### src/pkt_pkg.sv
package pkt_pkg;

  // ----------------------------------------------------------
  // Beat geometry
  // ----------------------------------------------------------
  localparam int DATA_W  = 64;
  // Byte count of an 8-byte word needs 3 bits
  localparam int EMPTY_W = 3;

  // Payload word of one beat
  typedef logic [DATA_W-1:0]  data_t;
  // Unused bytes in the last beat of a packet
  typedef logic [EMPTY_W-1:0] empty_t;

  // ----------------------------------------------------------
  // Streaming beat, 69 bits with sop in the top bit
  // ----------------------------------------------------------
  typedef struct packed {
    logic   sop;
    logic   eop;
    empty_t empty;
    data_t  data;
  } beat_t;

  // ----------------------------------------------------------
  // Transmit FSM states
  // ----------------------------------------------------------
  typedef enum logic [1:0] {
    TX_IDLE = 2'd0,
    // Pull beats from the egress FIFO until eop
    TX_LOAD = 2'd1,
    TX_SEND = 2'd2,
    TX_DONE = 2'd3
  } tx_state_t;

endpackage

### src/beat_fifo.sv
`timescale 1ns/1ps

module beat_fifo import pkt_pkg::*; #(
  parameter int FIFO_DEPTH = 8
) (
  input  logic  rd_clk,
  input  logic  rd_rst_n,
  input  logic  wr_en,
  input  beat_t wr_beat,
  output logic  full,
  output logic  afull,
  input  logic  rd_en,
  output logic  rd_valid,
  output beat_t rd_beat,
  output logic  empty
);

  localparam int ADDR_W = $clog2(FIFO_DEPTH);
  // Almost full once fewer than this many slots are free
  localparam int AFULL_MARGIN = 3;

  beat_t mem [FIFO_DEPTH];

  // Pointers carry one extra wrap bit
  logic [ADDR_W:0] wr_ptr;
  logic [ADDR_W:0] wr_ptr_nxt;
  logic [ADDR_W:0] rd_ptr;
  logic [ADDR_W:0] rd_ptr_nxt;
  logic [ADDR_W:0] level_nxt;
  logic            wr_ok;
  logic            rd_ok;

  assign wr_ok = wr_en && !full;
  assign rd_ok = rd_en && !empty;

  // ----------------------------------------------------------
  // Pointer update
  // ----------------------------------------------------------
  always_comb begin
    wr_ptr_nxt = wr_ptr;
    rd_ptr_nxt = rd_ptr;
    if (wr_ok) begin
      wr_ptr_nxt = wr_ptr + 1'b1;
    end
    if (rd_ok) begin
      rd_ptr_nxt = rd_ptr + 1'b1;
    end
  end

  // Fill level after this edge, modulo wrap
  assign level_nxt = wr_ptr_nxt - rd_ptr_nxt;

  always_ff @(posedge rd_clk or negedge rd_rst_n) begin
    if (!rd_rst_n) begin
      wr_ptr   <= '0;
      rd_ptr   <= '0;
      empty    <= 1'b1;
      full     <= 1'b0;
      afull    <= 1'b0;
      rd_valid <= 1'b0;
    end else begin
      wr_ptr   <= wr_ptr_nxt;
      rd_ptr   <= rd_ptr_nxt;
      empty    <= (level_nxt == '0);
      full     <= (level_nxt == FIFO_DEPTH);
      afull    <= (int'(level_nxt) + AFULL_MARGIN > FIFO_DEPTH);
      rd_valid <= rd_ok;
    end
  end

  // ----------------------------------------------------------
  // Storage and registered read port
  // ----------------------------------------------------------
  always_ff @(posedge rd_clk) begin
    if (wr_ok) begin
      mem[wr_ptr[ADDR_W-1:0]] <= wr_beat;
    end
  end

  // Data lands together with rd_valid
  always_ff @(posedge rd_clk) begin
    if (rd_ok) begin
      rd_beat <= mem[rd_ptr[ADDR_W-1:0]];
    end
  end

endmodule

### src/payload_incr.sv
`timescale 1ns/1ps

module payload_incr import pkt_pkg::*; (
  input  logic  rd_clk,
  input  logic  rd_rst_n,
  // Ingress FIFO read side
  input  logic  in_empty,
  output logic  in_rd_en,
  input  logic  in_valid,
  input  beat_t in_beat,
  // Egress FIFO write side
  input  logic  out_afull,
  output logic  out_wr_en,
  output beat_t out_beat
);

  data_t data_inc;

  // Two beats may already be in flight, the afull margin covers them
  assign in_rd_en = !in_empty && !out_afull;

  // Wraps to zero on an all-ones word
  assign data_inc = in_beat.data + 1'b1;

  always_ff @(posedge rd_clk or negedge rd_rst_n) begin
    if (!rd_rst_n) begin
      out_wr_en <= 1'b0;
    end else begin
      out_wr_en <= in_valid;
    end
  end

  // Framing passes through untouched
  always_ff @(posedge rd_clk) begin
    if (in_valid) begin
      out_beat.sop   <= in_beat.sop;
      out_beat.eop   <= in_beat.eop;
      out_beat.empty <= in_beat.empty;
      out_beat.data  <= data_inc;
    end
  end

endmodule

### src/pkt_loopback_top.sv
`timescale 1ns/1ps

module pkt_loopback_top import pkt_pkg::*; #(
  parameter int FIFO_DEPTH = 8,
  parameter int MAX_BEATS  = 16
) (
  input  logic  rd_clk,
  input  logic  rd_rst_n,
  // Receive port
  input  logic  rx_valid,
  output logic  rx_ready,
  input  beat_t rx_beat,
  // Transmit port
  input  logic  tx_enable,
  input  logic  tx_ready,
  output logic  tx_valid,
  output beat_t tx_beat
);

  // Ingress FIFO to payload stage
  logic  ing_full;
  logic  ing_rd_en;
  logic  ing_valid;
  logic  ing_empty;
  beat_t ing_beat;

  // Payload stage to egress FIFO
  logic  egr_wr_en;
  logic  egr_afull;
  beat_t egr_wr_beat;

  // Egress FIFO to transmitter
  logic  egr_rd_en;
  logic  egr_valid;
  logic  egr_empty;
  beat_t egr_beat;

  // Source stalls on a full ingress FIFO
  assign rx_ready = !ing_full;

  // ----------------------------------------------------------
  // Ingress FIFO
  // ----------------------------------------------------------
  beat_fifo #(
    .FIFO_DEPTH (FIFO_DEPTH)
  ) u_ingress_fifo (
    .rd_clk   (rd_clk),
    .rd_rst_n (rd_rst_n),
    .wr_en    (rx_valid),
    .wr_beat  (rx_beat),
    .full     (ing_full),
    .afull    (),
    .rd_en    (ing_rd_en),
    .rd_valid (ing_valid),
    .rd_beat  (ing_beat),
    .empty    (ing_empty)
  );

  payload_incr u_payload_incr (
    .rd_clk    (rd_clk),
    .rd_rst_n  (rd_rst_n),
    .in_empty  (ing_empty),
    .in_rd_en  (ing_rd_en),
    .in_valid  (ing_valid),
    .in_beat   (ing_beat),
    .out_afull (egr_afull),
    .out_wr_en (egr_wr_en),
    .out_beat  (egr_wr_beat)
  );

  // ----------------------------------------------------------
  // Egress FIFO and store-and-forward transmitter
  // ----------------------------------------------------------
  beat_fifo #(
    .FIFO_DEPTH (FIFO_DEPTH)
  ) u_egress_fifo (
    .rd_clk   (rd_clk),
    .rd_rst_n (rd_rst_n),
    .wr_en    (egr_wr_en),
    .wr_beat  (egr_wr_beat),
    .full     (),
    .afull    (egr_afull),
    .rd_en    (egr_rd_en),
    .rd_valid (egr_valid),
    .rd_beat  (egr_beat),
    .empty    (egr_empty)
  );

  tx_packet_buffer #(
    .MAX_BEATS (MAX_BEATS)
  ) u_tx_buffer (
    .rd_clk     (rd_clk),
    .rd_rst_n   (rd_rst_n),
    .tx_enable  (tx_enable),
    .fifo_empty (egr_empty),
    .fifo_rd_en (egr_rd_en),
    .fifo_valid (egr_valid),
    .fifo_beat  (egr_beat),
    .tx_ready   (tx_ready),
    .tx_valid   (tx_valid),
    .tx_beat    (tx_beat)
  );

endmodule

### src/tx_packet_buffer.sv
`timescale 1ns/1ps

module tx_packet_buffer import pkt_pkg::*; #(
  parameter int MAX_BEATS = 16
) (
  input  logic  rd_clk,
  input  logic  rd_rst_n,
  input  logic  tx_enable,
  // Egress FIFO read side
  input  logic  fifo_empty,
  output logic  fifo_rd_en,
  input  logic  fifo_valid,
  input  beat_t fifo_beat,
  // Transmit port
  input  logic  tx_ready,
  output logic  tx_valid,
  output beat_t tx_beat
);

  localparam int IDX_W = $clog2(MAX_BEATS);
  // Load pointer must be able to hold MAX_BEATS itself
  localparam int PTR_W = $clog2(MAX_BEATS + 1);

  typedef logic [PTR_W-1:0] ptr_t;

  tx_state_t state;
  tx_state_t state_nxt;

  beat_t pkt_mem [MAX_BEATS];

  ptr_t  load_ptr;
  ptr_t  last_ptr;
  ptr_t  send_ptr;
  logic  overflow;
  logic  send_last;
  beat_t send_beat;

  // Packet too long for the buffer, further beats are discarded
  assign overflow  = (load_ptr == ptr_t'(MAX_BEATS));
  assign send_last = (send_ptr == last_ptr);

  // ----------------------------------------------------------
  // FSM
  // ----------------------------------------------------------
  always_comb begin
    state_nxt = state;
    case (state)
      TX_IDLE: begin
        if (tx_enable && !fifo_empty) begin
          state_nxt = TX_LOAD;
        end
      end
      TX_LOAD: begin
        if (fifo_valid && fifo_beat.eop) begin
          state_nxt = overflow ? TX_IDLE : TX_SEND;
        end
      end
      TX_SEND: begin
        if (tx_ready && send_last) begin
          state_nxt = TX_DONE;
        end
      end
      default: begin
        state_nxt = TX_IDLE;
      end
    endcase
  end

  always_ff @(posedge rd_clk or negedge rd_rst_n) begin
    if (!rd_rst_n) begin
      state    <= TX_IDLE;
      load_ptr <= '0;
      last_ptr <= '0;
      send_ptr <= '0;
    end else begin
      state <= state_nxt;
      case (state)
        TX_IDLE: begin
          load_ptr <= '0;
          send_ptr <= '0;
        end
        TX_LOAD: begin
          if (fifo_valid) begin
            if (!overflow) begin
              load_ptr <= load_ptr + 1'b1;
            end
            if (fifo_beat.eop) begin
              last_ptr <= load_ptr;
            end
          end
        end
        TX_SEND: begin
          if (tx_ready) begin
            send_ptr <= send_ptr + 1'b1;
          end
        end
        default: begin
        end
      endcase
    end
  end

  // One read outstanding at a time, so nothing past eop is fetched
  assign fifo_rd_en = (state == TX_LOAD) && !fifo_empty && !fifo_valid;

  always_ff @(posedge rd_clk) begin
    if (state == TX_LOAD && fifo_valid && !overflow) begin
      pkt_mem[load_ptr[IDX_W-1:0]] <= fifo_beat;
    end
  end

  // ----------------------------------------------------------
  // Transmit port
  // ----------------------------------------------------------
  assign send_beat = pkt_mem[send_ptr[IDX_W-1:0]];
  assign tx_valid  = (state == TX_SEND);

  // Framing rebuilt from position in the packet
  always_comb begin
    tx_beat.sop   = tx_valid && (send_ptr == '0);
    tx_beat.eop   = tx_valid && send_last;
    tx_beat.empty = (tx_valid && send_last) ? send_beat.empty : '0;
    tx_beat.data  = tx_valid ? send_beat.data : '0;
  end

endmodule

### config.mk
export PLATFORM = sky130hd
export DESIGN_NAME = pkt_loopback_top
export DESIGN_NICKNAME = d
export VERILOG_FILES = /design/src/pkt_pkg.sv /design/src/beat_fifo.sv /design/src/payload_incr.sv /design/src/pkt_loopback_top.sv /design/src/tx_packet_buffer.sv
export SDC_FILE = /design/constraint.sdc
export NUM_CORES = 2
export LEC_CHECK = 0
export BUFFER_PORTS_ARGS = -buffer_cell sky130_fd_sc_hd__buf_2
export CORE_ASPECT_RATIO = 0.9
export CORE_MARGIN = 10
export CORE_UTILIZATION = 57
export DETAILED_ROUTE_END_ITERATION = 10
export PLACE_DENSITY_LB_ADDON = 0.08
export SLEW_MARGIN = 10
export SYNTH_ARGS = -nofsm -noshare
export SYNTH_HDL_FRONTEND = slang
export SYNTH_SLANG_ARGS = --single-unit
### constraint.sdc
create_clock -name rd_clk -period 11.02 [get_ports rd_clk]
set_input_delay 1.653 -clock rd_clk [delete_from_list [all_inputs] [get_ports rd_clk]]
set_output_delay 1.653 -clock rd_clk [all_outputs]
set_load 0.02 [all_outputs]
==> run metrics <==
Final nets 4145; clk_skew 0.03144 ns; HPWL Detailed 98.75 mm; CP required 9.37 ns; first-iteration detailed-routing DRC count 3626; Via Count 39130; layout cells sized above 1 30.92%; Mapped Cells 3783; Synth cell types 54; Synth area leaders edfxtp_1, mux4_2, mux2_2, dfrtp_1, and2_1; FP Rows 138; Startpoint Class flip-flop; Starting Density 57.59%; Internal 19.19 mW; Final Core Density 64.34%; Top Ports 145; Net Switching 7.268 mW; leakage power figure 31.76 nW; Post-synth ARST share 1.705%; CP Class flip-flop to primary output; synthesized area 90890 um^2; top post-synthesis cells by count edfxtp_1, mux4_2, mux2_2; post-route ant nets 0; core area 157800 um^2; cts hold-fix bufs 0; top-area cell type share of the netlist area 78.11%; Post-Route WL 183.3 mm; EDFF count, synth 2364; chip height 398.8 um; clk sink count 2405; Synth Warn # 0; Clock transition at path regs 0.06 ns; global-route wire length before repair 271.8 mm; maximum VDD drop 205.2 uV; grt ovf 0; drt wl/cell 28.83 um; CTS tree built; vias in the first global route 40310; register area share after synthesis 79.24%; Power Density 260.6 nW/um^2; Synth Net Count 3874; total chip power 26.46 mW; RSZ-0062 raised after global routing false; post-cts resize count 0; Fin. Hold Viols 0; total track usage 20.99%; Max clock buf depth 3; Final Cycle Share 56.74%; Synth Area per Inst 24.03 um^2; non-filler cells, final 6356; placed cell count 5926; area added between synthesis and finish 11.72%; Switching Share 27.47%; most common cell in the netlist edfxtp_1; largest net degree at the start of global routing 129; crit path time final 6.253 ns; endpoints failing setup 0; Main synth FF type edfxtp_1; Post-CTS Setup Bufs 0; H-tree levels 4; Remaining DRCs 0; PortBufs 143; Crit. End Element primary output; achievable frequency 159.9 MHz; CP Max Fanout 128; cts bufs inserted 226; Worst Hold Class flip-flop to flip-flop; Seq pwr share 51.9%; total of max-cap violations 0; Slew headroom 26.15%; WP data arrival 4.60 ns; Clock Power Share 28.3%; WHS 0.4239 ns; setup_tns 0 ns; status complete, no violations; vias per cell 6.156; antenna violations before repair 28; die width 440.9 um; register bit total from synthesis 2405; GPL Wtd Cong 0.7409; die footprint 175800 um^2; drt pass-1 iters 5; fin. max-slew vios 0; clock root buffer master clkbuf_16; Comb power frac 19.8%; Worst Tran Pin Value 1.108 ns; Clk Latency, worst-skew pair 0.83 ns; dominant cell type by area after synthesis edfxtp_1
-- state kept, by name (all words and copies together), names as in the netlist, 2 cells and up --
register                 count
u_payload_incr.out_beat     68
u_tx_buffer.load_ptr         5
u_ingress_fifo.rd_beat      68
u_egress_fifo.rd_ptr         4
u_tx_buffer.send_ptr         5
u_egress_fifo.wr_ptr         4
u_egress_fifo.mem          544
u_ingress_fifo.mem         544
u_tx_buffer.last_ptr         5
u_tx_buffer.state            2
u_egress_fifo.rd_beat       68
u_tx_buffer.pkt_mem       1072
u_ingress_fifo.wr_ptr        4
u_ingress_fifo.rd_ptr        4
-- layer usage --
metal | vias up | track usage [%] | routed length [um]
li1 | 16590 | - | -
met5 | - | 0 | 199
met4 | 28 | 4.492 | 3123
met3 | 286 | 3.538 | 10760
met2 | 1174 | 34.19 | 91190
met1 | 21050 | 30.41 | 78000
-- layout make-up --
type | count | area (um^2)
Sequential cell | 2405 | 72060
Tap cell | 2100 | 2628
Clock buffer | 307 | 6146
Timing Repair Buffer | 211 | 1276
Antenna cell | 3 | 7.507
Inverter | 31 | 117.6
Clock inverter | 120 | 1042
Fill cell | 10260 | 56280
Multi-Input combinational cell | 1179 | 18260
-- cells in the final DEF, fill, tap and decap left out, drive strengths merged, types with 17 or more instances in the layout --
cell	n
edfxtp	2364
mux4	607
clkbuf	307
buf	211
mux2	142
clkinv	95
and2	80
xor2	45
nand2	44
xnor2	39
dfrtp	39
nor3	38
inv	36
nor2	30
nand3	26
ha	17
bufinv	17
and3	17
-- critical path, stage by stage, from the launching register on --
cell and delay [ns]:
dfrtp_4 0.92, buf_12 0.69, buf_4 0.63, mux4_2 0.43, mux4_2 0.50, and2_1 0.24
buf_2 0.18
-- cell families (layout without fill, tap and decap cells) --
family	count (synthesis)	after routing	share of synthesized area, %
other	0	3	0
adders and majority gates	18	18	0.2450
muxes	750	750	16.82
DFF	2405	2405	79.24
buffers and inverters	199	669	0.8494
xor gates and xnor gates	85	85	0.8343
AOI/OAI and AO/OA	32	32	0.2533
and+or+nand+nor	294	294	1.765
-- path summary, 6_finish.rpt --
kind	from	endpoint	slack [ns]	depth (start not counted)
max	u_tx_buffer.send_ptr[1]	tx_beat[29]	4.77	6
min	u_ingress_fifo.rd_beat[64]	u_payload_incr.out_beat[64]	0.42	0
max reg2reg	u_tx_buffer.state[1]	u_egress_fifo.full	7.33	9
min reg2reg	u_ingress_fifo.rd_beat[64]	u_payload_incr.out_beat[64]	0.42	0
max in group asynchronous	rd_rst_n	u_ingress_fifo.rd_valid	9.50	2
min in group asynchronous	rd_rst_n	u_tx_buffer.send_ptr[0]	0.91	2
-- power groups by stage --
stage | Sequential, mW | Combinational [mW] | Clock, mW
global route | 14.0 | 5.63 | 8.00
detailed placement | 14.0 | 5.31 | 0
CTS | 13.8 | 5.35 | 7.63
global placement | 13.8 | 5.29 | 0
floorplan | 13.4 | 3.86 | 0
finish | 13.7 | 5.23 | 7.49
-- metrics by stage --
| step | setup slack (ns) | instance area [um^2] |
|---|---|---|
| 2_1_floorplan | 2.209 | 90890 |
| 6_report | 4.767 | 101500 |
| 4_1_cts | 4.600 | 101500 |
| 5_1_grt | 4.430 | 101500 |
| 3_5_place_dp | 5.516 | 94340 |
| 3_3_place_gp | 5.520 | 94340 |
No activity file was read; power rests on OpenSTA's default activity.
